**config.mk**
```make
export PLATFORM = sky130hd
export DESIGN_NAME = spi_loader_rx
export DESIGN_NICKNAME = d
export VERILOG_FILES = /design/src/design/arc_mem_pkg.sv /design/src/design/spi_loader_rx.sv
export SDC_FILE = /design/constraint.sdc
export NUM_CORES = 1
export LEC_CHECK = 0
export BUFFER_PORTS_ARGS = -buffer_cell sky130_fd_sc_hd__buf_2
export CAP_MARGIN = 20
export CELL_PAD_IN_SITES_DETAIL_PLACEMENT = 1
export CELL_PAD_IN_SITES_GLOBAL_PLACEMENT = 2
export CORE_AREA = 2 2 108 110
export DETAILED_ROUTE_END_ITERATION = 6
export DIE_AREA = 0 0 110 112
export HOLD_SLACK_MARGIN = 0.05
export PLACE_DENSITY_LB_ADDON = 0.15
export RECOVER_POWER = 25
export SLEW_MARGIN = 20
export SYNTH_ARGS = -nofsm -noshare
export SYNTH_HDL_FRONTEND = slang
export SYNTH_SLANG_ARGS = --single-unit
```
**constraint.sdc**
```tcl
create_clock -name CLOCK_27 -period 1.7 [get_ports CLOCK_27]
set_input_delay 0 -clock CLOCK_27 [delete_from_list [all_inputs] [get_ports CLOCK_27]]
set_output_delay 0 -clock CLOCK_27 [all_outputs]
set_load 0.01 [all_outputs]
```
**src/design/arc_mem_pkg.sv**
```systemverilog
package arc_mem_pkg;

	// memory bus geometry
	localparam int DATA_W = 32;
	localparam int SEL_W = 4;
	localparam int ADR_W = 24;
	localparam int IDX_W = 8;

	// byte offset bits under the word address
	localparam int ADR_LSB = $clog2(SEL_W);

	// byte distance between two consecutive words
	localparam logic [ADR_W-1:0] WORD_STEP = ADR_W'(SEL_W);

	// clears the byte offset, bus addresses are word aligned
	localparam logic [ADR_W-1:0] WORD_MASK = ~ADR_W'(SEL_W - 1);

	// download indices that carry rom images
	localparam logic [IDX_W-1:0] IDX_ROM_OS = IDX_W'(1);
	localparam logic [IDX_W-1:0] IDX_ROM_EXT = IDX_W'(2);

	function automatic logic is_rom_index(input logic [IDX_W-1:0] idx);
		return (idx == IDX_ROM_OS) || (idx == IDX_ROM_EXT);
	endfunction

endpackage

```
**src/design/spi_loader_rx.sv**
```systemverilog
`timescale 1ns/10ps

module spi_loader_rx #(
	parameter logic [arc_mem_pkg::ADR_W-1:0] START_ADDR = '0
) (
	input  logic                            CLOCK_27,
	input  logic                            rst_i,
	input  logic                            spi_sck_i,
	input  logic                            spi_ss_i,
	input  logic                            spi_sdi_i,
	output logic                            downloading_o,
	output logic [arc_mem_pkg::IDX_W-1:0]  index_o,
	output logic                            load_we_o,
	output logic [arc_mem_pkg::ADR_W-1:0]  load_adr_o,
	output logic [arc_mem_pkg::DATA_W-1:0] load_dat_o
);

	logic [1:0] sck_sync;
	logic [1:0] ss_sync;
	logic [1:0] sdi_sync;
	logic       sck_prev;
	logic       ss_prev;
	logic       sck_rise;
	logic       ss_fall;
	logic       ss_rise;
	logic [2:0] bit_cnt;
	logic [6:0] bit_shift;
	logic [7:0] rx_byte;
	logic       byte_done;
	logic       have_index;
	logic [arc_mem_pkg::ADR_LSB-1:0] byte_cnt;

	// two flops per pin, then one more for edge detection
	always_ff @(posedge CLOCK_27) begin
		if (rst_i) begin
			sck_sync <= '0;
			ss_sync <= '1;
			sdi_sync <= '0;
			sck_prev <= 1'b0;
			ss_prev <= 1'b1;
		end else begin
			sck_sync <= {sck_sync[0], spi_sck_i};
			ss_sync <= {ss_sync[0], spi_ss_i};
			sdi_sync <= {sdi_sync[0], spi_sdi_i};
			sck_prev <= sck_sync[1];
			ss_prev <= ss_sync[1];
		end
	end

	assign sck_rise = sck_sync[1] && !sck_prev;
	assign ss_fall = !ss_sync[1] && ss_prev;
	assign ss_rise = ss_sync[1] && !ss_prev;

	// msb first, current bit completes the byte
	assign rx_byte = {bit_shift, sdi_sync[1]};
	assign byte_done = downloading_o && sck_rise && (bit_cnt == 3'd7);

	always_ff @(posedge CLOCK_27) begin
		if (rst_i) begin
			downloading_o <= 1'b0;
			load_we_o <= 1'b0;
			have_index <= 1'b0;
			bit_cnt <= '0;
			byte_cnt <= '0;
			index_o <= '0;
			load_adr_o <= START_ADDR;
		end else begin
			load_we_o <= 1'b0;
			// next word goes one word higher
			if (load_we_o) begin
				load_adr_o <= load_adr_o + arc_mem_pkg::WORD_STEP;
			end
			if (ss_fall) begin
				downloading_o <= 1'b1;
				have_index <= 1'b0;
				bit_cnt <= '0;
				byte_cnt <= '0;
				index_o <= '0;
				load_adr_o <= START_ADDR;
			end else if (ss_rise) begin
				downloading_o <= 1'b0;
				byte_cnt <= '0;
			end else if (downloading_o && sck_rise) begin
				bit_cnt <= bit_cnt + 3'd1;
				if (byte_done) begin
					if (!have_index) begin
						index_o <= rx_byte;
						have_index <= 1'b1;
					end else begin
						byte_cnt <= byte_cnt + 1'b1;
						// last byte of the word
						if (&byte_cnt) begin
							load_we_o <= 1'b1;
						end
					end
				end
			end
		end
	end

	// bit shifter and word assembly
	always_ff @(posedge CLOCK_27) begin
		if (downloading_o && sck_rise) begin
			bit_shift <= rx_byte[6:0];
		end
		if (ss_rise) begin
			// drop a partial word
			load_dat_o <= '0;
		end else if (byte_done && have_index) begin
			// little endian, first byte ends up in the low lane
			load_dat_o <= {rx_byte, load_dat_o[arc_mem_pkg::DATA_W-1:8]};
		end
	end

endmodule

```
### Word level (Yosys, flattened, before mapping)

Index checks and enable logic that the tools add are counted.

| storage, ports and cells | value |
|---|---|
| register bits after elaboration | 87 |
| input bits | 5 |
| output and inout bits | 66 |
| logic and storage cells | 43 |

| operators by class | value |
|---|---|
| $add $sub $neg | 3 |
| equal/unequal tests | 1 |
| muxes and demuxes | 3 |
| bitwise operators | 4 |
| reduce and logical (&&, ||, !) cells | 18 |

Operators with widths:

| kind | number |
|---|---|
| $add 24x3->24 const B | 1 |
| $logic_and 1x1->1 | 6 |
| $reduce_and 3->1 | 2 |
| $reduce_or 6->1 | 1 |
| $not 1->1 | 4 |
| $reduce_and 2->1 | 2 |
| $reduce_and 4->1 | 1 |
| $add 3x1->3 const B | 1 |
| $eq 3x3->1 const B | 1 |
| $logic_not 1->1 | 3 |
| $mux 1 | 3 |
| $reduce_or 3->1 | 1 |
| $add 2x1->2 const B | 1 |
| $reduce_bool 2->1 | 1 |
| $reduce_or 2->1 | 1 |

### Longest topological paths before layout

Gate-level depths: netlist of the first run.

| logic depth | value |
|---|---|
| depth after elaboration | 6 |
| depth in mapped cells | 9 |
| depth with buffers taken out | 6 |

### Worst setup path after synthesis of the first run

No wires, ideal clock.

| timing path | value |
|---|---|
| path type | register -> register |
| start point | reg ss_sync[1] |
| end point | reg load_adr_o[20] in the netlist's numbering |
| library setup time | 0.059 ns |
| arrival time | 1.588 ns |
| required time | 1.641 ns |
| path slack | 0.052 ns |
| stages on the path, launching flop included | 7 |
| path buffers | 1 |
| clock period less this slack | 1.648 ns |
| path through | dfxtp_1 -> inv_1 -> ha_1 -> or2_2 -> clkbuf_1 -> or4_1 -> nand2_1 |

| between the ends | value |
|---|---|
| cells in the longest elaborated chain, start to end | 3 |

RTL lines:

| item | line | source |
|---|---|---|
| start, declared | spi_loader_rx.sv:19 | `logic [1:0] ss_sync;` |
| start signal, assigned | spi_loader_rx.sv:43 | `ss_sync <= {ss_sync[0], spi_ss_i};` |
| $logic_not 1->1 | spi_loader_rx.sv:51 | `assign ss_fall = !ss_sync[1] && ss_prev;` |
| $logic_and 1x1->1 | spi_loader_rx.sv:51 |  |
| via ss_fall | spi_loader_rx.sv:24 | `logic ss_fall;` |
| $reduce_or 2->1 (no line) | - |  |
| end signal, assigned | spi_loader_rx.sv:71 | `load_adr_o <= load_adr_o + arc_mem_pkg::WORD_STEP;` |
| end, declared | spi_loader_rx.sv:14 | `output logic [arc_mem_pkg::ADR_W-1:0] load_adr_o,` |

The timed path passes the listed nets, and every way through them passes these cells.
A chain may end at the register's enable or synchronous reset.

==> results of run 1 <==
per-stage QoR:
stage	TNS (ns)	area, µm²	cells	hold WS (ns)
floorplan	0	3192	348	0.1038
global placement	0	3726	552	0.1853
detailed placement	0	3726	552	0.1859
CTS	0	4125	574	0.3589
global route	-0.02523	4104	574	0.3935
finish	0	4104	574	0.3749
state kept, by name, indices dropped and copies added (netlist names), 2 cells and up:
signal and count:
load_dat_o 32, index_o 8, sck_sync 2, load_adr_o 22
sdi_sync 2, ss_sync 2, bit_shift 7, byte_cnt 2
bit_cnt 3
worst min-delay path: cells and delay by family:
family | cells | cell delay (ns)
simple gates | 1 | 0.08
buf+inv | 2 | 0.60
cells by family after synthesis:
family | Yosys count | share of synthesized area
muxes | 5 | 0.01570
and+or+nand+nor | 154 | 0.2359
xor gates and xnor gates | 15 | 0.04121
AOI/OAI and AO/OA | 56 | 0.08870
adders and majority gates | 6 | 0.02355
other | 1 | 0.001176
buffers and inverters | 25 | 0.03807
DFF | 85 | 0.5557
repair_timing:
action | CTS | global route
setup endpoints to repair | 0 | 17
hold buffers | 6 | 0
hold endpoints to repair | 8 | 0
gates resized for setup | 0 | 3
where the power goes:
group	switching (W)	total, W	internal [W]
Combinational	0.0000428	0.0000701	0.0000273
Sequential	0.00000423	0.00203	0.00202
Clock	0.000794	0.00215	0.00135
cells in the final DEF (no fill, tap or decap), types with 4 or more instances in the layout:
master / Yosys / final
dfxtp_1: 78 / 78
dlygate4sd3_1: 0 / 6
a21oi_1: 40 / 40
o21ai_1: 8 / 8
clkbuf_1: 11 / 26
edfxtp_1: 7 / 7
mux2i_1: 5 / 5
o21ai_0: 7 / 7
nor2_1: 20 / 20
nand3_1: 18 / 18
buf_4: 3 / 14
nand2_1: 78 / 78
or2_2: 4 / 4
xor2_1: 9 / 9
nor2b_1: 5 / 5
or3_1: 7 / 7
xnor2_1: 6 / 6
clkbuf_16: 0 / 11
buf_2: 7 / 42
ha_1: 6 / 6
cells in the mapped netlist, drive strengths merged (5+ instances only):
master,count
ha,6
a21oi,40
mux2i,5
o21ai,15
xor2,9
and4,5
nor2b,5
nand3,18
or3,7
dfxtp,78
clkbuf,11
buf,11
xnor2,6
nand2,78
nand4,5
edfxtp,7
nor2,20
final timing paths:
check / from / to / slack [ns] / depth (start not counted)
max: load_we_o / load_adr_o[23] / 0.13 / 4
min: spi_ss_i / ss_sync[0] / 0.37 / 3
max reg2reg: load_we_o / load_adr_o[23] / 0.13 / 4
min reg2reg: ss_sync[0] / ss_sync[1] / 0.43 / 1
routing by layer:
| layer | vias to the layer above | track usage |
|---|---|---|
| met5 | - | 0 |
| met4 | 0 | 0.06582 |
| met3 | 11 | 0.03806 |
| met2 | 43 | 0.2082 |
| met1 | 1241 | 0.1567 |
| li1 | 1312 | - |
final cells by class:
cell class                      count  area share
Clock inverter                      4     0.01220
Timing Repair Buffer               89      0.1201
Sequential cell                    85      0.4317
Tap cell                          143     0.04360
Inverter                            3    0.002744
Multi-Input combinational cell    238      0.3192
Clock buffer                       12     0.07043
==> metrics.txt, run 1 <==
largest net degree at the start of global routing=35; Max stage delay on crit path=0.47 ns; Die X=between 100 and 150 µm; H-tree levels=3; area leader, netlist=dfxtp_1; clock period minus worst slack=approximately 1.6 ns; clock skew=around 0.0050 ns; clock buffer depth=2; number of setup buffers added after CTS=0; register area share after synthesis=0.5557; routability congestion estimate=0.7067; Finished Core Util=0.3673; delay-heaviest family, CP=simple AND/OR/NAND/NOR gates; CTS sink cnt=85; CTS root buffer=clkbuf_16; Crit Path Max Fanout=9; DR iter-0 viols=99; GRT Total Usage=0.1301; syn avg cell area=9.187 µm²; crit path launch type=flop; chip height=112 µm; WL met1=about 3400 µm; die area=0.01232 mm²; CP cell instances=and4_1, nand4_4, or3_1, a21oi_1; post-route ant nets=0; Post-synth EDFFs=7; total CTS buffers=9; Tcrit/Tclk final=0.9220; initial core utilization=0.2853; maximum vdd drop=0.4781 mV; wire length per cell=13.06 µm; Slew Viols, Final=0; DRC Markers=0; Post-DP HPWL=5194 µm; nets=about 440; Setup WS pre-CTS=0.01852 ns; DR pass1 iterations=4; met2 wire len=approximately 3500 µm; register area=~0.0018 mm²; Tot Pwr=0.004245 W; endpoints failing setup=0; Cell Area, Synth=approximately 0.0032 mm²; number of global-route vias before repair=2,599; Worst-Skew Late Latency=roughly 0.33 ns; max_cap viols=0; top area cells in the synthesized netlist=dfxtp_1 (49%), nand2_1 (9.2%), edfxtp_1 (6.6%); Routed Wire Length=7496 µm; Slowest-stage cell, CP=dfxtp_1; Fill cells=~1,300; TritonCTS clock tree=built; leakage power=about 1.7 nW; Worst Path Arrival=1.84 ns; PortBufs=68; Area Growth Syn to Fin=28.73%; clock slew at reported path FFs=about 0.06 ns; Rows=39; status=finished clean; synth unique cells=34; gr ovfl total=0; number of synthesized register bits=85; Synth async-reset ratio=0; CP Class=reg -> reg; worst hold path type=in -> reg; Pwr per Cell Area=1034 mW/mm²; fmax=between 600 and 700 MHz; share of the synthesized area in the top cell type=0.4898; vias per inst=between 4 and 5; area of the multi-input gates=around 0.0013 mm²; Worst Slack Setup Final=roughly 0.13 ns; crit end category=flop; vias=2,607; core area=between 0.01 and 0.015 mm²; # diodes=0; fraction of layout cells with a size suffix above 1=0.1972; YS warnings=0; global-route wire length before repair=12,410 µm; Syn Inst Count=between 300 and 400; Synth Flop Type=dfxtp_1; highest metal used=met4; met3 WL=353 µm; CP required=between 1.5 and 2 ns; Boundary Pins=71; Final Hold Viols=0; Buf/Inv on CP=0; initial antenna violation count=0
Note: power is estimated with default switching activity, not from simulation.
==> run 2, diff against run 1 <==
- PLACE_DENSITY_LB_ADDON: 0.15 -> 0.12
==> run 2 against run 1 <==
Effect of this change: power fell by 2.4%; first-iteration DRC count is 13% lower; critical path depth up 1; die area stayed put; flip-flop and latch count unchanged; register-to-register slack about the same; wire length increased by 0.93%; core utilization down 0.26 points; clock skew about the same; cell count is the same; count of clock-buffer cells in the layout down 1; critical path type unchanged; critical endpoint is now load_adr_o[20]; largest power group unchanged.
==> metrics.txt, run 2 (same netlist as run 1, synthesis figures left out) <==
status=finished clean; DP Area=0.003726 mm²; CTS root buffer=clkbuf_16; GRT Total Usage=0.1305; total CTS buffers=9; fmax=641.3 MHz; gr ovfl total=0; clock period minus worst slack=1.559 ns; Boundary Pins=71; worst hold path type=in -> reg; Worst-Skew Late Latency=between 0.3 and 0.4 ns; Pwr per Cell Area=1017 mW/mm²; Setup WS pre-CTS=between 0.03 and 0.04 ns; switching share of power=0.1961; post-route ant nets=0; max reg flops=32; clock skew=0.004945 ns; Placed Cells=552; DR iter-0 viols=86; fin area=0.004075 mm²; Worst Path Arrival=between 1.5 and 2 ns; Final TNS setup=0 ns; clock slew at reported path FFs=0.06 ns; RSZ-0062 raised after global routing=false; H-tree levels=3; Tot Pwr=0.004143 W; nets=437; Worst Slack Setup Final=0.1407 ns; most frequent cells in the layout=nand2_1 (78), dfxtp_1 (78), buf_2 (42); Rows=39; die area=approximately 0.012 mm²; Area Growth Syn to Fin=27.83%; chip height=between 100 and 150 µm; initial core utilization=0.2853; Slew Viols, Final=0; global-route wire length before repair=12,500 µm; core area=0.01117 mm²; max_cap viols=0; fraction of layout cells with a size suffix above 1=0.1903; R2R depth=5; worst r2r src=ss_sync[1]; maximum vdd drop=between 0.3 and 0.4 mV; initial antenna violation count=0; R2R Path End=load_adr_o[20]; vias=2,608; Int Power=0.003330 W; crit path launch type=flop; crit end category=flop; Flop pwr share=0.490; CP Class=reg -> reg; P_sw=0.0008125 W; Die X=110 µm; DRC Markers=0; number of setup buffers added after CTS=0; DR pass1 iterations=4; non-filler cells in the finished layout=~570; vias per inst=4.544; Setup crit start=ss_sync[1]; number of global-route vias before repair=2,619; Logic pwr share=0.017; wire length per cell=13.18 µm; Largest regs=load_dat_o (32), load_adr_o (22), index_o (8); crit path capture=load_adr_o[20]; Clk pwr share=0.493; CTS sink cnt=85; routability congestion estimate=0.6858; largest net degree at the start of global routing=35; TritonCTS clock tree=built; Tcrit/Tclk final=0.9173; endpoints failing setup=0; # diodes=0; Routed Wire Length=7566 µm; PortBufs=68; CP required=approximately 2.0 ns; Post-DP HPWL=5289 µm; register-to-register setup slack=0.14 ns; Final Hold Viols=0; leakage power=1.685 nW; Crit Path Max Fanout=3; clock buffer depth=2; Top reg by flops=load_dat_o
run 2: cell types whose count changed in the layout (fill, tap and decap cells not counted), moves of 2 or more:
cell	change
clkinv_2	+2
clkinvlp_4	-2
clkbuf_1	+2
clkbuf_16	-2
run 2: critical path, cell delays in order, from the launching register on:
cell     delay, ns
dfxtp_1       0.35
inv_1         0.06
ha_1          0.21
or2_2         0.32
or4_1         0.50
nand2_1       0.07
run 2: power groups by stage:
stage | clock network, W | registers [W] | logic [W]
detailed placement | 0 | 0.00207 | 0.0000640
floorplan | 0 | 0.00207 | 0.0000447
global route | 0.00221 | 0.00203 | 0.0000805
finish | 0.00204 | 0.00203 | 0.0000704
global placement | 0 | 0.00207 | 0.0000635
CTS | 0.00212 | 0.00203 | 0.0000742
run 2: area by class of cell:
class / count / area [µm²]
fill: 1306 / 7099
sequential: 85 / 1772
multi-input combinational: 238 / 1313
timing repair buffer: 89 / 493.0
clock buffer: 11 / 232.7
tap: 143 / 178.9
clock inverter: 5 / 75.07
inverter: 3 / 11.26
run 2: worst min-delay path by stage:
stage / from / endpoint / slack [ns] / depth (start not counted)
3_3_place_gp: spi_ss_i / ss_sync[0] / 0.19 / 2
5_1_grt: spi_ss_i / ss_sync[0] / 0.38 / 3
2_1_floorplan: spi_ss_i / ss_sync[0] / 0.10 / 1
4_1_cts: spi_ss_i / ss_sync[0] / 0.37 / 3
3_5_place_dp: spi_ss_i / ss_sync[0] / 0.19 / 2
6_report: spi_ss_i / ss_sync[0] / 0.38 / 3
run 2: stage by stage:
stage | util | hold WS (ns)
after floorplan | - | 0.1038
after global placement | 0.3334 | 0.1913
after detailed placement | 0.3334 | 0.1912
after CTS | 0.3664 | 0.3661
after global routing | 0.3647 | 0.3800
final | 0.3647 | 0.3797
run 2: metal layers:
metal | GRT usage | up-vias | part of all wire
met5 | 0 | - | 0
met4 | 0.06835 | 0 | 0.022
met3 | 0.03630 | 10 | 0.045
met2 | 0.2094 | 47 | 0.48
met1 | 0.1570 | 1236 | 0.46
li1 | - | 1315 | -
run 2: what timing repair did:
| item | in CTS | in global routing |
|---|---|---|
| hold buffers | 6 | 0 |
| setup endpoints to repair | 0 | 8 |
| endpoints found under the hold margin | 8 | 0 |
| gates resized for setup | 0 | 2 |
==> run 3, diff against run 2 <==
- MAX_ROUTING_LAYER: unset -> met4
==> run 3 against run 2 <==
Effect of this change: via count about the same; core utilization about the same; largest power group unchanged; global-route usage increased by 0.32 points; sequential power about the same; largest cell class unchanged.
==> metrics.txt, run 3 (same netlist as run 1, synthesis figures left out) <==
Slowest-stage cell, CP=or4_1; fraction of layout cells with a size suffix above 1=0.1879; Max stage delay on crit path=~0.50 ns; Rows=39; CP required=1.98 ns; CTS sink cnt=85; Worst Hold Depth=3; clock period minus worst slack=1.559 ns; CP Class=reg -> reg; CTS root buffer=clkbuf_16; DRC Markers=0; worst hold path type=in -> reg; Worst Path Arrival=approximately 1.8 ns; crit path launch type=flop; Routed Wire Length=7559 µm; Finished Core Util=0.3646; TritonCTS clock tree=built; Boundary Pins=71; GRT Total Usage=0.1338; vias per inst=4.547; maximum vdd drop=0.3213 mV; Final Hold Viols=0; die area=~0.012 mm²; initial antenna violation count=0; H-tree levels=3; vias=2,610; most frequent cells in the layout=nand2_1 (78), dfxtp_1 (78), buf_2 (41); number of global-route vias before repair=2,616; Logic pwr share=0.017; CP cell instances=inv_1, ha_1, or2_2, or4_1, nand2_1; Setup WS pre-CTS=0.03089 ns; Worst Slack Setup Final=0.1410 ns; status=finished clean; crit end category=flop; delay-heaviest family, CP=simple AND/OR/NAND/NOR gates; Worst-Skew Late Latency=approximately 0.34 ns; Crit Path Max Fanout=3; Pwr per Cell Area=roughly 1000 mW/mm²; Final TNS setup=0 ns; post-route ant nets=0; leakage power=1.681 nW; clock slew at reported path FFs=0.06 ns; Die X=110 µm; Slew Viols, Final=0; Clk pwr share=0.493; wire length per cell=13.17 µm; clock buffer depth=2; Worst Hold Path EP=ss_sync[0]; RSZ-0062 raised after global routing=false; switching share of power=0.1953; worst r2r src=ss_sync[1]; Int Power=0.003331 W; total CTS buffers=9; Largest regs=load_dat_o (32), load_adr_o (22), index_o (8); Buf/Inv on CP=1; Area Growth Syn to Fin=27.79%; global-route wire length before repair=12,480 µm; Fill cells=1,306; R2R depth=5; Flop pwr share=0.490; largest net degree at the start of global routing=35; Post-DP HPWL=5289 µm; R2R Path End=load_adr_o[20]; core area=0.01117 mm²; initial core utilization=0.2853; max reg flops=32; fmax=641.4 MHz; PortBufs=68; P_sw=0.0008083 W; gr ovfl total=0; DR iter-0 viols=96; hold wc startpoint=spi_ss_i; Top reg by flops=load_dat_o; routability congestion estimate=approximately 0.7; DR pass1 iterations=4; max_cap viols=0; endpoints failing setup=0; Tcrit/Tclk final=0.9170; # diodes=0; register-to-register setup slack=between 0.1 and 0.15 ns; chip height=between 100 and 150 µm; clock skew=0.005308 ns; nets=437
## run 3: cell types whose count changed in the layout (fill, tap and decap cells not counted), sizes merged
cell / before / now
clkbuf: 37 / 38
buf: 57 / 56
## run 3: timing repair
| item | CTS | global route |
|---|---|---|
| endpoints found under the hold margin | 8 | 0 |
| endpoints found under the setup margin | 0 | 8 |
| hold buffers | 6 | 0 |
| setup buffers | 0 | 0 |
| gates resized for setup | 0 | 2 |
## run 3: worst register-to-register path: cells and delay by family, from the launching register on
family | cells | cell delay, ns
and+or+nand+nor | 3 | 0.89
DFF | 1 | 0.35
adders and majority gates | 1 | 0.21
buffers and inverters | 1 | 0.06
## run 3: worst max-delay path by stage
stage | from | cells past startpoint | endpoint
finish | ss_sync[1] | 5 | load_adr_o[20]
CTS | ss_prev | 7 | index_o[0]
floorplan | ss_sync[1] | 6 | load_adr_o[20]
global placement | ss_prev | 7 | index_o[5]
detailed placement | ss_prev | 7 | index_o[0]
global route | load_adr_o[2] | 5 | load_adr_o[18]
## run 3: power by group through the flow
stage	Combinational, W	Sequential (W)	Clock [W]
final	0.0000705	0.00203	0.00204
after global routing	0.0000805	0.00203	0.00221
after CTS	0.0000742	0.00203	0.00212
after detailed placement	0.0000640	0.00207	0
after global placement	0.0000635	0.00207	0
after floorplan	0.0000447	0.00207	0
## run 3: metrics by stage
stage | cell area (µm²) | total power [W] | std cells | hold WS, ns
2_1_floorplan | 3192 | 0.002115 | 348 | 0.1038
6_report | 4074 | 0.004139 | 574 | 0.3823
5_1_grt | 4074 | 0.004316 | 574 | 0.3830
4_1_cts | 4094 | 0.004227 | 574 | 0.3661
3_3_place_gp | 3726 | 0.002136 | 552 | 0.1913
3_5_place_dp | 3726 | 0.002137 | 552 | 0.1912
## run 3: area by class of cell
type / instances / area, µm² / area share
clock buffers: 11 / 232.7 / 0.05713
clock inverters: 5 / 75.07 / 0.01843
inverters: 3 / 11.26 / 0.002764
multi-input cells: 238 / 1313 / 0.3222
flip-flops and latches: 85 / 1772 / 0.4349
well taps: 143 / 178.9 / 0.04392
repair buffers: 89 / 491.7 / 0.1207
## run 3: routing by layer
layer / up-vias / global-route usage / share of wire
met1: 1235 / 0.1581 / 0.46
li1: 1316 / - / -
met5: - / - / 0
met4: 0 / 0.06835 / 0.021
met2: 48 / 0.2094 / 0.48
met3: 11 / 0.03162 / 0.044
