==> src/design/arc_mem_pkg.sv <==
package arc_mem_pkg;

	// memory bus geometry
	localparam int DATA_W = 32;
	localparam int SEL_W = 4;
	localparam int ADR_W = 24;
	localparam int IDX_W = 8;

	// byte offset bits under the word address
	localparam int ADR_LSB = $clog2(SEL_W);

	// byte distance between two consecutive words
	localparam logic [ADR_W-1:0] WORD_STEP = ADR_W'(SEL_W);

	// clears the byte offset, bus addresses are word aligned
	localparam logic [ADR_W-1:0] WORD_MASK = ~ADR_W'(SEL_W - 1);

	// download indices that carry rom images
	localparam logic [IDX_W-1:0] IDX_ROM_OS = IDX_W'(1);
	localparam logic [IDX_W-1:0] IDX_ROM_EXT = IDX_W'(2);

	function automatic logic is_rom_index(input logic [IDX_W-1:0] idx);
		return (idx == IDX_ROM_OS) || (idx == IDX_ROM_EXT);
	endfunction

endpackage

==> src/design/loader_bus_mux.sv <==
`timescale 1ns/10ps

module loader_bus_mux (
	input  logic                            CLOCK_27,
	input  logic                            rst_i,
	input  logic                            downloading_i,
	input  logic [arc_mem_pkg::IDX_W-1:0]  index_i,
	input  logic                            load_we_i,
	input  logic [arc_mem_pkg::ADR_W-1:0]  load_adr_i,
	input  logic [arc_mem_pkg::DATA_W-1:0] load_dat_i,
	input  logic                            core_cyc_i,
	input  logic                            core_stb_i,
	input  logic                            core_we_i,
	input  logic [arc_mem_pkg::SEL_W-1:0]  core_sel_i,
	input  logic [arc_mem_pkg::ADR_W-1:0]  core_adr_i,
	input  logic [arc_mem_pkg::DATA_W-1:0] core_dat_i,
	input  logic                            mem_ack_i,
	input  logic [arc_mem_pkg::DATA_W-1:0] mem_rdat_i,
	output logic [arc_mem_pkg::DATA_W-1:0] core_dat_o,
	output logic                            core_ack_o,
	output logic                            core_rst_o,
	output logic                            mem_cyc_o,
	output logic                            mem_stb_o,
	output logic                            mem_we_o,
	output logic [arc_mem_pkg::SEL_W-1:0]  mem_sel_o,
	output logic [arc_mem_pkg::ADR_W-1:0]  mem_adr_o,
	output logic [arc_mem_pkg::DATA_W-1:0] mem_wdat_o
);

	logic rom_load;
	logic core_req;
	logic ldr_own;
	logic ldr_own_d;
	logic ldr_cyc;
	logic pend_valid;
	logic rom_ready;
	logic [arc_mem_pkg::ADR_W-1:0]  pend_adr;
	logic [arc_mem_pkg::DATA_W-1:0] pend_dat;

	assign rom_load = downloading_i && arc_mem_pkg::is_rom_index(index_i);
	assign core_req = core_cyc_i && core_stb_i;

	always_ff @(posedge CLOCK_27) begin
		if (rst_i) begin
			ldr_own <= 1'b0;
			ldr_own_d <= 1'b0;
			ldr_cyc <= 1'b0;
			pend_valid <= 1'b0;
			rom_ready <= 1'b0;
		end else begin
			ldr_own_d <= ldr_own;
			if (ldr_own_d && !ldr_own) begin
				rom_ready <= 1'b1;
			end
			// one word buffer, non rom words never enter it
			if (load_we_i && rom_load) begin
				pend_valid <= 1'b1;
			end else if (ldr_cyc && mem_ack_i) begin
				pend_valid <= 1'b0;
			end
			if (ldr_cyc) begin
				if (mem_ack_i) begin
					ldr_cyc <= 1'b0;
				end
			end else if (ldr_own && pend_valid) begin
				ldr_cyc <= 1'b1;
			end
			// take the port only between core cycles
			if (!ldr_own) begin
				if ((rom_load || pend_valid) && (!core_req || mem_ack_i)) begin
					ldr_own <= 1'b1;
				end
			end else if (!rom_load && !pend_valid && !ldr_cyc) begin
				ldr_own <= 1'b0;
			end
		end
	end

	always_ff @(posedge CLOCK_27) begin
		if (load_we_i && rom_load) begin
			pend_adr <= load_adr_i;
			pend_dat <= load_dat_i;
		end
	end

	// loader writes are always full words
	assign mem_cyc_o = ldr_own ? ldr_cyc : core_cyc_i;
	assign mem_stb_o = ldr_own ? ldr_cyc : core_stb_i;
	assign mem_we_o = ldr_own ? 1'b1 : core_we_i;
	assign mem_sel_o = ldr_own ? {arc_mem_pkg::SEL_W{1'b1}} : core_sel_i;
	assign mem_adr_o = (ldr_own ? pend_adr : core_adr_i) & arc_mem_pkg::WORD_MASK;
	assign mem_wdat_o = ldr_own ? pend_dat : core_dat_i;

	// core stalls while the loader holds the port
	assign core_dat_o = mem_rdat_i;
	assign core_ack_o = !ldr_own && mem_ack_i;
	assign core_rst_o = !rom_ready;

endmodule

==> config.mk <==
export PLATFORM = sky130hd
export DESIGN_NAME = loader_bus_mux
export DESIGN_NICKNAME = d
export VERILOG_FILES = /design/src/design/arc_mem_pkg.sv /design/src/design/loader_bus_mux.sv
export SDC_FILE = /design/constraint.sdc
export NUM_CORES = 1
export LEC_CHECK = 0
export ABC_CLOCK_PERIOD_IN_PS = 2800
export BUFFER_PORTS_ARGS = -buffer_cell sky130_fd_sc_hd__buf_2
export CORE_AREA = 2 2 101 103
export DETAILED_ROUTE_END_ITERATION = 8
export DIE_AREA = 0 0 103 105
export GPL_ROUTABILITY_DRIVEN = 0
export GPL_TIMING_DRIVEN = 0
export PLACE_DENSITY = 0.69
export SETUP_SLACK_MARGIN = 0.02
export SYNTH_ARGS = -nofsm -noshare
export SYNTH_HDL_FRONTEND = slang
export SYNTH_SLANG_ARGS = --single-unit
==> constraint.sdc <==
create_clock -name CLOCK_27 -period 2.8 [get_ports CLOCK_27]
set_clock_uncertainty 0.1 [all_clocks]
set_input_delay 0.42 -clock CLOCK_27 [delete_from_list [all_inputs] [get_ports CLOCK_27]]
set_output_delay 0.42 -clock CLOCK_27 [all_outputs]
set_load 0.005 [all_outputs]
# ---- Yosys cells after proc, flatten, opt, wreduce, memory -nomap -nowiden
# Cells that the tools add are included.
dict set report word_totals {
  out_inout_bits 97
  wordCells 43
  in_bits 164
  register_bits 61
}
dict set report classes {
  reduce_logical 20
  eq_ne 2
  muxes 14
}
# operator count
set ops {}
lappend ops {{$mux 32} 1}
lappend ops {{$mux 24} 1}
lappend ops {{$mux 1} 11}
lappend ops {{$logic_and 1x1->1} 10}
lappend ops {{$eq 8x1->1 const B} 1}
lappend ops {{$eq 8x2->1 const B} 1}
lappend ops {{$logic_not 1->1} 6}
lappend ops {{$mux 4} 1}
lappend ops {{$logic_or 1x1->1} 3}
lappend ops {{$reduce_bool 2->1} 1}

# ---- Logic depth before layout (Yosys ltp)
# Gate-level depths: netlist (run 1).
dict set report depth {
  word_depth 8
  ltp_mapped 5
  ltp_nobuf 3
}

# ---- Worst setup path after synthesis (run 1)
# OpenSTA, ideal clock, no wires.
dict set report synth_path {
  kind {in2reg}
  startpoint {input index_i[3] in the netlist's numbering}
  endpoint {register pend_adr[10] in the netlist's numbering (enable)}
  cell_stages 2
  arrival_ps 2097
  setup_ps 417
  n_path_buf 0
  slack_ps 186
  required_ps 2283
  cell_sequence {nor4b_2 > and4_1}
}
dict set report synth_between {
  elab_chain_len 4
  elab_cells_between_ends 5
  cone_classes {eq/ne (2); reduce/logical (3)}
}
# element line
set synth_lines {}
lappend synth_lines {{start: declaration} loader_bus_mux.sv:7} ;# input logic [arc_mem_pkg::IDX_W-1:0] index_i,
lappend synth_lines {{$eq 8x1->1 or $eq 8x2->1 (tied branches)} arc_mem_pkg.sv:23} ;# return (idx == IDX_ROM_OS) || (idx == IDX_ROM_EXT);
lappend synth_lines {{$logic_or 1x1->1 (*)} arc_mem_pkg.sv:23}
lappend synth_lines {{$logic_and 1x1->1 (*)} loader_bus_mux.sv:40} ;# assign rom_load = downloading_i && arc_mem_pkg::is_rom_index(index_i);
lappend synth_lines {{$logic_and 1x1->1 (*)} loader_bus_mux.sv:80} ;# if (load_we_i && rom_load) begin
lappend synth_lines {{end signal: assignment} loader_bus_mux.sv:81} ;# pend_adr <= load_adr_i;
lappend synth_lines {{end: declaration} loader_bus_mux.sv:37} ;# logic [arc_mem_pkg::ADR_W-1:0] pend_adr;
# Mark *: on every way between the ends. The rest lies on a longest branch, timed or not.
# A chain may end at the register's enable or synchronous reset.

# ---- Worst setup path after layout (run 1)
dict set report layout_path {
  startpoint {register ldr_own}
  endpoint {output mem_wdat_o[18] in the netlist's numbering}
}
dict set report layout_between {
  elab_chain_len 1
}
# element line
set layout_lines {}
lappend layout_lines {{start: declaration} loader_bus_mux.sv:32} ;# logic ldr_own;
lappend layout_lines {{start signal: assignment} loader_bus_mux.sv:45} ;# ldr_own <= 1'b0;
lappend layout_lines {{start signal: assignment} loader_bus_mux.sv:71} ;# ldr_own <= 1'b1;
lappend layout_lines {{start signal: assignment} loader_bus_mux.sv:74} ;# ldr_own <= 1'b0;
lappend layout_lines {{$mux 32} loader_bus_mux.sv:92} ;# assign mem_wdat_o = ldr_own ? pend_dat : core_dat_i;
lappend layout_lines {{end: declaration} loader_bus_mux.sv:27} ;# output logic [arc_mem_pkg::DATA_W-1:0] mem_wdat_o
# Every way passes these cells.

==> impl_metrics.json, run 1 <==
{
  "grt_max_degree": 33,
  "postCtsSetupBuffers": 0,
  "cts_hold_buffers": 0,
  "synth_edf_count": 54,
  "insertion_delay_ps": 340,
  "worstPathArrival_ps": 1580,
  "start_util": 0.299,
  "cpMostUsedCell": "buf_2",
  "fin_tns_setup_ps": 0,
  "grt_pass1_vias": 2407,
  "fmax_mhz": 476,
  "critPathKind": "flop to output pin",
  "hold_path_class": "primary input to flop",
  "p_leak_nw": 2.03,
  "dieArea_sq_um": 10800,
  "syn-cell-area_sq_um": 2880,
  "use_met3": 0.0462,
  "wl_per_cell_microns": 14.1,
  "worstPathCellList": "buf_6, buf_2, mux2_2, buf_2",
  "htree_levels": 3,
  "ys_seq_area_frac": 0.597,
  "grt_busiest_layer": "met2",
  "multi_input_area_sq_um": 821,
  "clock_sinks": 59,
  "crit_fanout": 10,
  "setup_viol": 0,
  "clock_path_buffers": 2,
  "syn_area_per_cell_sq_um": 15.7,
  "portBuffers": 222,
  "postSynthRegisterBits": 59,
  "final_util": 0.456,
  "area_growth_pct": 52.4,
  "layout_setup_ws_ps": 699,
  "reg2reg_depth": 5,
  "start_kind": "flop",
  "startpoint": "ldr_own",
  "antenna_found_initial": 0,
  "dpl.hpwl_microns": 6210,
  "die_x_microns": 103,
  "whs_ps": 147,
  "grt_overflow": 0,
  "synth_top_flop_cell": "edfxtp_1",
  "place_area_sq_um": 4180,
  "hold_viol": 0,
  "grt_pass1_wl_microns": 11200,
  "drt_first_iter_violations": 83,
  "use_met1": 0.140,
  "fillers": 958,
  "cts_tree": "done",
  "finalCriticalPeriod_ps": 2100,
  "cts_buffers": 9,
  "drv_cap": 0,
  "worstPathRequired_ps": 2280,
  "core_area_sq_um": 9640,
  "dpl.cell_count": 541,
  "slowest_stage": "mux2_2",
  "p_total_mw": 2.05,
  "netlist-cell-type-count": 29,
  "netlist_instances": 184,
  "die_h_microns": 105,
  "max_stage_delay_ps": 380,
  "antenna_left": 0,
  "power_density_nw_per_um2": 467,
  "async_flop_share": 0,
  "use_met2": 0.248,
  "yosysWarnings": 0,
  "num-nets-final": 583,
  "dp_slack_ps": 521,
  "finalWirelength_microns": 7870,
  "fp-row-count": 36,
  "vdd_drop_max_mv": 0.305,
  "tightest_slew_ps": 628,
  "grt_usage": 0.140,
  "grt_setup_unrepaired": "false",
  "cp-endpoint": "mem_wdat_o[18]",
  "clkTransAtPathRegs_ps": 70,
  "regArea_sq_um": 1720,
  "route.vias.total": 2366,
  "final_common_cell": "buf_2",
  "via_per_inst": 4.25,
  "reg2reg_slack_ps": 1570,
  "crit-reg2reg-capture": "ldr_own",
  "endpoint_kind": "output pin",
  "final_area_sq_um": 4390,
  "drv_slew": 0,
  "drt_pre_antenna_iters": 4,
  "post-route-drc-count": 0,
  "maxSlewHeadroom": 0.581,
  "layout-drive-gt1-share": 0.804,
  "final_cell_mix": "buf_2 (226), edfxtp_1 (54), mux2_2 (46), buf_4 (34)",
  "final_cells": 557,
  "antenna_cells": 0,
  "r2r-start": "ldr_own",
  "status": "finished, final reports clean",
  "cts_resized": 0,
  "ios": 261,
  "cts-root-buf": "clkbuf_8",
  "fin_crit_sh": 0.750
}
==> registers in the layout, indices dropped and copies added, names as in the netlist <==
signal	flops
ldr_own_d	1
pend_dat	32
pend_valid	1
ldr_cyc	1
rom_ready	1
pend_adr	22
ldr_own	1
==> cells in the mapped netlist (2+ instances only) <==
cell type  instances  area share
buf_2              4      0.0069
or2_1              2      0.0043
mux2_4             9       0.047
nand2_1            2      0.0026
nor2b_1            2      0.0043
edfxtp_1          54        0.56
mux2_2            46        0.18
o21ai_0            2      0.0035
buf_6              2      0.0078
inv_1              3      0.0039
buf_4             34       0.089
or2_2              3      0.0065
dfxtp_1            5       0.035
==> power by group <==
part / internal (mW) / total [mW] / leakage, nW / switching, mW
registers: 0.962 / 0.962 / 0.526 / 0.000511
logic: 0.175 / 0.258 / 1.39 / 0.0833
clock network: 0.495 / 0.829 / 0.110 / 0.334
total: 1.63 / 2.05 / 2.03 / 0.418
==> worst min-delay path by stage <==
stage	from	end	slack, ps	cells after the start
final	load_dat_i[28]	pend_dat[28]	150	1
after global routing	load_dat_i[11]	pend_dat[11]	120	1
after CTS	load_dat_i[27]	pend_dat[27]	120	1
after detailed placement	rom_ready	rom_ready	350	2
after global placement	rom_ready	rom_ready	340	2
after floorplan	ldr_own_d	rom_ready	330	2
==> worst max-delay path: cells and delay by family, from the launching register on <==
family	cells	cell delay, ps
buf+inv	3	540
flops	1	320
mux	1	380
==> cell families (layout without fill, tap and decap cells) <==
family	count (synthesis)	after routing	share of synthesized area
buf+inv	45	284	0.119
simple gates	16	16	0.0352
mux	55	55	0.227
compound gates	7	7	0.0169
other cells	1	2	0.00130
xor+xnor	1	1	0.00304
flops	59	59	0.597
==> per-layer routing <==
metal  vias up  share of wire
met3        16          0.095
met2       156           0.53
li1       1107              -
met1      1087           0.35
met4         0          0.025
met5         -              0
==> area by class of cell <==
type / count / area share
clock inverter: 6 / 0.0182
sequential: 59 / 0.392
tap: 133 / 0.0379
buffer: 42 / 0.0758
timing repair buffer: 223 / 0.258
multi-input combinational: 81 / 0.187
inverter: 3 / 0.00256
clock buffer: 10 / 0.0291
Power figures use the tool's default switching activity.
==> run 2, diff against run 1 <==
ABC_CLOCK_PERIOD_IN_PS = 2100   (was 2800)
CORE_AREA = 2 2 100 102   (was 2 2 101 103)
DIE_AREA = 0 0 102 104   (was 0 0 103 105)
PLACE_DENSITY = 0.67   (was 0.69)
clock period = 2.1 ns   (was 2.8 ns; I/O delays follow)
==> impl_metrics.json, run 2 (synthesis results as in run 1) <==
{
  "switching_share": 0.206,
  "cts-root-buf": "clkbuf_8",
  "reg2reg_slack_ps": 920,
  "final_cell_mix": "buf_2 (226), edfxtp_1 (54), mux2_2 (46), buf_4 (34), clkbuf_8 (11)",
  "antenna_cells": 0,
  "critPathBufInv": 3,
  "worstHoldEndpoint": "pend_dat[23]",
  "whs_ps": 47.1,
  "highest_layer": "met4",
  "crit_fanout": 10,
  "cts_buffers": 9,
  "via_per_inst": 4.14,
  "crit-reg2reg-capture": "ldr_own",
  "fmax_mhz": 515,
  "cts_resized": 1,
  "status": "finished, final reports clean",
  "p_leak_nw": 2.01,
  "dpl.hpwl_microns": 5640,
  "cpMostUsedCell": "buf_2",
  "postCtsSetupBuffers": 0,
  "fillers": 925,
  "dp_slack_ps": -352,
  "critPathTopFamily": "buffers and inverters",
  "hold_viol": 0,
  "power_switching_mw": 0.553,
  "multi_input_area_sq_um": 822,
  "grt_usage": 0.131,
  "grt_pass1_wl_microns": 10500,
  "largest_reg_flops": 32,
  "power.share.clock": 0.394,
  "drt_first_iter_violations": 46,
  "start_kind": "flop",
  "dieArea_sq_um": 10600,
  "cts_hold_buffers": 0,
  "largestRegisters": "pend_dat (32), pend_adr (22)",
  "start_util": 0.302,
  "max_stage_delay_ps": 370,
  "worstPathArrival_ps": 1530,
  "met1_length_microns": 2630,
  "core_area_sq_um": 9550,
  "worstPathCellList": "buf_6, buf_2, mux2_2, buf_2",
  "comb_power_share": 0.127,
  "grt_overflow": 0,
  "drv_cap": 0,
  "insertion_delay_ps": 320,
  "fin_crit_sh": 0.924,
  "htree_levels": 3,
  "endpoint_kind": "output pin",
  "ios": 261,
  "num-nets-final": 582,
  "grt_pass1_vias": 2207,
  "place_area_sq_um": 4160,
  "layout-drive-gt1-share": 0.799,
  "holdPathStages": 1,
  "die_x_microns": 102,
  "finalWirelength_microns": 7340,
  "route.vias.total": 2300,
  "regArea_sq_um": 1720,
  "maxSlewHeadroom": 0.496,
  "drt_pre_antenna_iters": 4,
  "post-route-drc-count": 0,
  "top_register": "pend_dat",
  "cts_tree": "done",
  "layout_setup_ws_ps": 159,
  "hold_path_class": "primary input to flop",
  "antenna_left": 0,
  "fp-row-count": 36,
  "power.internal_mw": 2.13,
  "critPathKind": "flop to output pin",
  "final_common_cell": "buf_2",
  "r2r-start": "ldr_own",
  "startpoint": "ldr_own",
  "antenna_found_initial": 0,
  "hold_path.startpoint": "load_dat_i[23]",
  "worstPathRequired_ps": 1680,
  "wl_met2_microns": 3840,
  "power_frac_seq": 0.479,
  "power_density_nw_per_um2": 615,
  "area_growth_pct": 51.4,
  "clkTransAtPathRegs_ps": 70,
  "setup_viol": 0,
  "grt_setup_unrepaired": "false",
  "tightest_slew_ps": 755,
  "grt_max_degree": 56,
  "clock_path_buffers": 2,
  "finalCriticalPeriod_ps": 1940,
  "slowest_stage": "mux2_2",
  "reg2reg_depth": 4,
  "vdd_drop_max_mv": 0.298,
  "wl_per_cell_microns": 13.2,
  "wl_met3_microns": 766,
  "die_h_microns": 104,
  "portBuffers": 222,
  "clock_sinks": 59,
  "final_area_sq_um": 4360,
  "drv_slew": 0
}
==> run 2: changes by cell type in the layout (fill, tap and decap cells not counted) <==
| cell | delta |
|---|---|
| clkinv_2 | -3 |
| buf_12 | -1 |
| and4_4 | +1 |
| bufinv_16 | -1 |
| clkbuf_8 | +2 |
| and4_2 | -1 |
| clkbuf_1 | +2 |
==> run 2: worst max-delay path by stage <==
stage                                to  depth (start not counted)
after CTS                 mem_adr_o[15]                          4
after detailed placement   pend_dat[19]                          3
after global routing      mem_adr_o[12]                          4
final                     mem_adr_o[15]                          4
after global placement     pend_adr[11]                          3
after floorplan            pend_adr[10]                          2
==> run 2: area by class of cell <==
type	instances	share of cell area
multi-input combinational	81	0.188
clock buffer	14	0.0373
inverter	3	0.00258
sequential	59	0.395
tap	133	0.0381
clock inverter	2	0.00803
timing repair buffer	222	0.255
buffer	42	0.0763
==> run 2: power groups by stage <==
stage                     Combinational (mW)  Sequential, mW  Clock (mW)
after floorplan                        0.134            1.31           0
after global placement                 0.337            1.31           0
after detailed placement               0.343            1.31           0
after CTS                              0.345            1.28        1.08
after global routing                   0.375            1.28        1.15
final                                  0.341            1.28        1.06
==> run 2: routing by layer <==
metal | global-route usage | vias to the layer above
li1 | - | 1104
met2 | 0.238 | 148
met1 | 0.134 | 1040
met4 | 0.0505 | 0
met3 | 0.0484 | 8
met5 | 0 | -
==> run 2: through the flow <==
| step | power (mW) | instances | util | setup TNS [ps] |
|---|---|---|---|---|
| global placement | 1.65 | 540 | 0.436 | -15790 |
| finish | 2.68 | 556 | 0.457 | 0 |
| floorplan | 1.44 | 185 | - | 0 |
| CTS | 2.71 | 556 | 0.457 | 0 |
| detailed placement | 1.65 | 540 | 0.436 | -19080 |
| global route | 2.81 | 556 | 0.457 | 0 |
==> run 3, diff against run 2 <==
ABC_AREA = 1   (was default)
PLACE_DENSITY = 0.68   (was 0.67)
==> impl_metrics.json, run 3 <==
{
  "status": "finished, final reports clean",
  "fillers": 968,
  "synth.most_common_cell": "nand2_1",
  "finalWirelength_microns": 8740,
  "num-nets-final": 716,
  "wl_per_cell_microns": 12.7,
  "cts_resized": 0,
  "reg2reg_slack_ps": 930,
  "worstPathArrival_ps": 1410,
  "ys_seq_area_frac": 0.593,
  "syn_area_per_cell_sq_um": 9.16,
  "ios": 261,
  "synth_edf_count": 54,
  "grt_usage": 0.160,
  "final_cells": 690,
  "yosys.area.top_type_share": 0.559,
  "clock_sinks": 59,
  "ys_top_cells_by_count": "nand2_1 (176), edfxtp_1 (54), buf_4 (34), nor2_1 (10), buf_2 (8)",
  "largest_reg_flops": 32,
  "endpoint_kind": "output pin",
  "cts-root-buf": "clkbuf_8",
  "grt_max_degree": 30,
  "drt_pre_antenna_iters": 4,
  "syn-cell-area_sq_um": 2900,
  "netlist_instances": 317,
  "antenna_left": 0,
  "crit_fanout": 10,
  "fp-row-count": 36,
  "holdPathStages": 1,
  "clkTransAtPathRegs_ps": 70,
  "cts_hold_buffers": 0,
  "fmax_mhz": 549,
  "postSynthRegisterBits": 59,
  "htree_levels": 3,
  "critPathKind": "flop to output pin",
  "async_flop_share": 0,
  "hold_path.startpoint": "load_dat_i[5]",
  "finalCriticalPeriod_ps": 1820,
  "reg2reg_depth": 6,
  "r2r-start": "ldr_own",
  "die_h_microns": 104,
  "insertion_delay_ps": 330,
  "cts_tree": "done",
  "dpl.cell_count": 674,
  "dieArea_sq_um": 10600,
  "worstHoldEndpoint": "pend_dat[5]",
  "hold_path_class": "primary input to flop",
  "maxSlewHeadroom": 0.498,
  "yosysWarnings": 0,
  "p_total_mw": 2.52,
  "vdd_drop_max_mv": 0.329,
  "drv_cap": 0,
  "portBuffers": 222,
  "postCtsSetupBuffers": 0,
  "synth_top_flop_cell": "edfxtp_1",
  "cts_buffers": 9,
  "via_per_inst": 4.09,
  "dpl.hpwl_microns": 6910,
  "route.vias.total": 2822,
  "post-route-drc-count": 0,
  "drv_slew": 0,
  "final_cell_mix": "buf_2 (230), nand2_1 (176), edfxtp_1 (54), buf_4 (34), clkbuf_8 (10)",
  "core_area_sq_um": 9550,
  "p_leak_nw": 2.29,
  "grt_overflow": 0,
  "crit-reg2reg-capture": "ldr_own",
  "hold_viol": 0,
  "drt_first_iter_violations": 82,
  "grt_setup_unrepaired": "false",
  "power_density_nw_per_um2": 576,
  "start_util": 0.304,
  "ys_top_cells_by_area": "edfxtp_1 (56%), nand2_1 (23%), buf_4 (8.8%)",
  "final_common_cell": "buf_2",
  "grt_pass1_vias": 2707,
  "antenna_cells": 0,
  "setup_viol": 0,
  "netlist-cell-type-count": 19,
  "clock_path_buffers": 2,
  "start_kind": "flop",
  "die_x_microns": 102,
  "fin_tns_setup_ps": 0,
  "layout-drive-gt1-share": 0.524,
  "synth_area_leader_cell": "edfxtp_1",
  "worstPathRequired_ps": 1680,
  "tightest_slew_ps": 751,
  "whs_ps": 53.1,
  "area_growth_pct": 50.7,
  "largestRegisters": "pend_dat (32), pend_adr (22)",
  "antenna_found_initial": 1,
  "top_register": "pend_dat",
  "grt_pass1_wl_microns": 12800,
  "fin_crit_sh": 0.867
}
==> run 3: cell types whose count changed in the layout (fill, tap and decap cells not counted), sizes merged, moves of 3 or more <==
cell / previous run / this run
buf: 264 / 270
a21oi: 2 / 5
nand2: 2 / 177
nor2: 1 / 10
mux2: 55 / 0
inv: 3 / 8
==> run 3: metal layers <==
layer  track usage  share of wire
met1         0.165           0.37
met2         0.293           0.53
met3        0.0632          0.091
met4        0.0429          0.012
met5             0         0.0015
==> run 3: power breakdown <==
part	switching (mW)	internal, mW	leakage [nW]
logic	0.133	0.214	1.68
clock network	0.434	0.456	0.0872
registers	0.000696	1.28	0.526
total	0.568	1.95	2.29
==> run 3: critical path, stage by stage, from the launching register on <==
cell     delay [ps]
dfxtp_1         300
buf_6           140
inv_2            80
buf_6           160
buf_6           160
nand2_1          60
nand2_1          60
buf_2           110
==> run 3: layout make-up <==
class	count	area (sq um)	share of cell area
tap	133	166	0.0380
inverter	8	30.0	0.00686
clock buffer	13	149	0.0340
multi-input combinational	204	811	0.185
sequential	59	1720	0.393
clock inverter	3	15.0	0.00343
timing repair buffer	223	1130	0.259
buffer	47	352	0.0804
==> run 3: kinds of logic after synthesis <==
logic type / synth area share
simple gates: 0.262
compound gates: 0.0125
other cells: 0.00129
buf+inv: 0.131
flops: 0.593
==> run 3: worst max path at each step <==
stage | start | endpoint | slack (ps) | depth (start not counted)
after detailed placement | index_i[3] | pend_adr[3] | -40 | 7
final | ldr_own | mem_adr_o[16] | 280 | 7
after floorplan | index_i[5] | pend_adr[10] | 130 | 5
after CTS | ldr_own | mem_adr_o[16] | 220 | 7
after global placement | index_i[5] | pend_dat[13] | -390 | 6
after global routing | ldr_own | mem_adr_o[16] | 140 | 7
==> run 3: metrics by stage <==
stage / instance area [sq um] / util / setup slack (ps)
CTS: 4380 / 0.458 / 222
global placement: 4190 / 0.439 / -387
detailed placement: 4210 / 0.441 / -37.6
finish: 4380 / 0.458 / 280
global route: 4380 / 0.458 / 144
floorplan: 2910 / - / 133
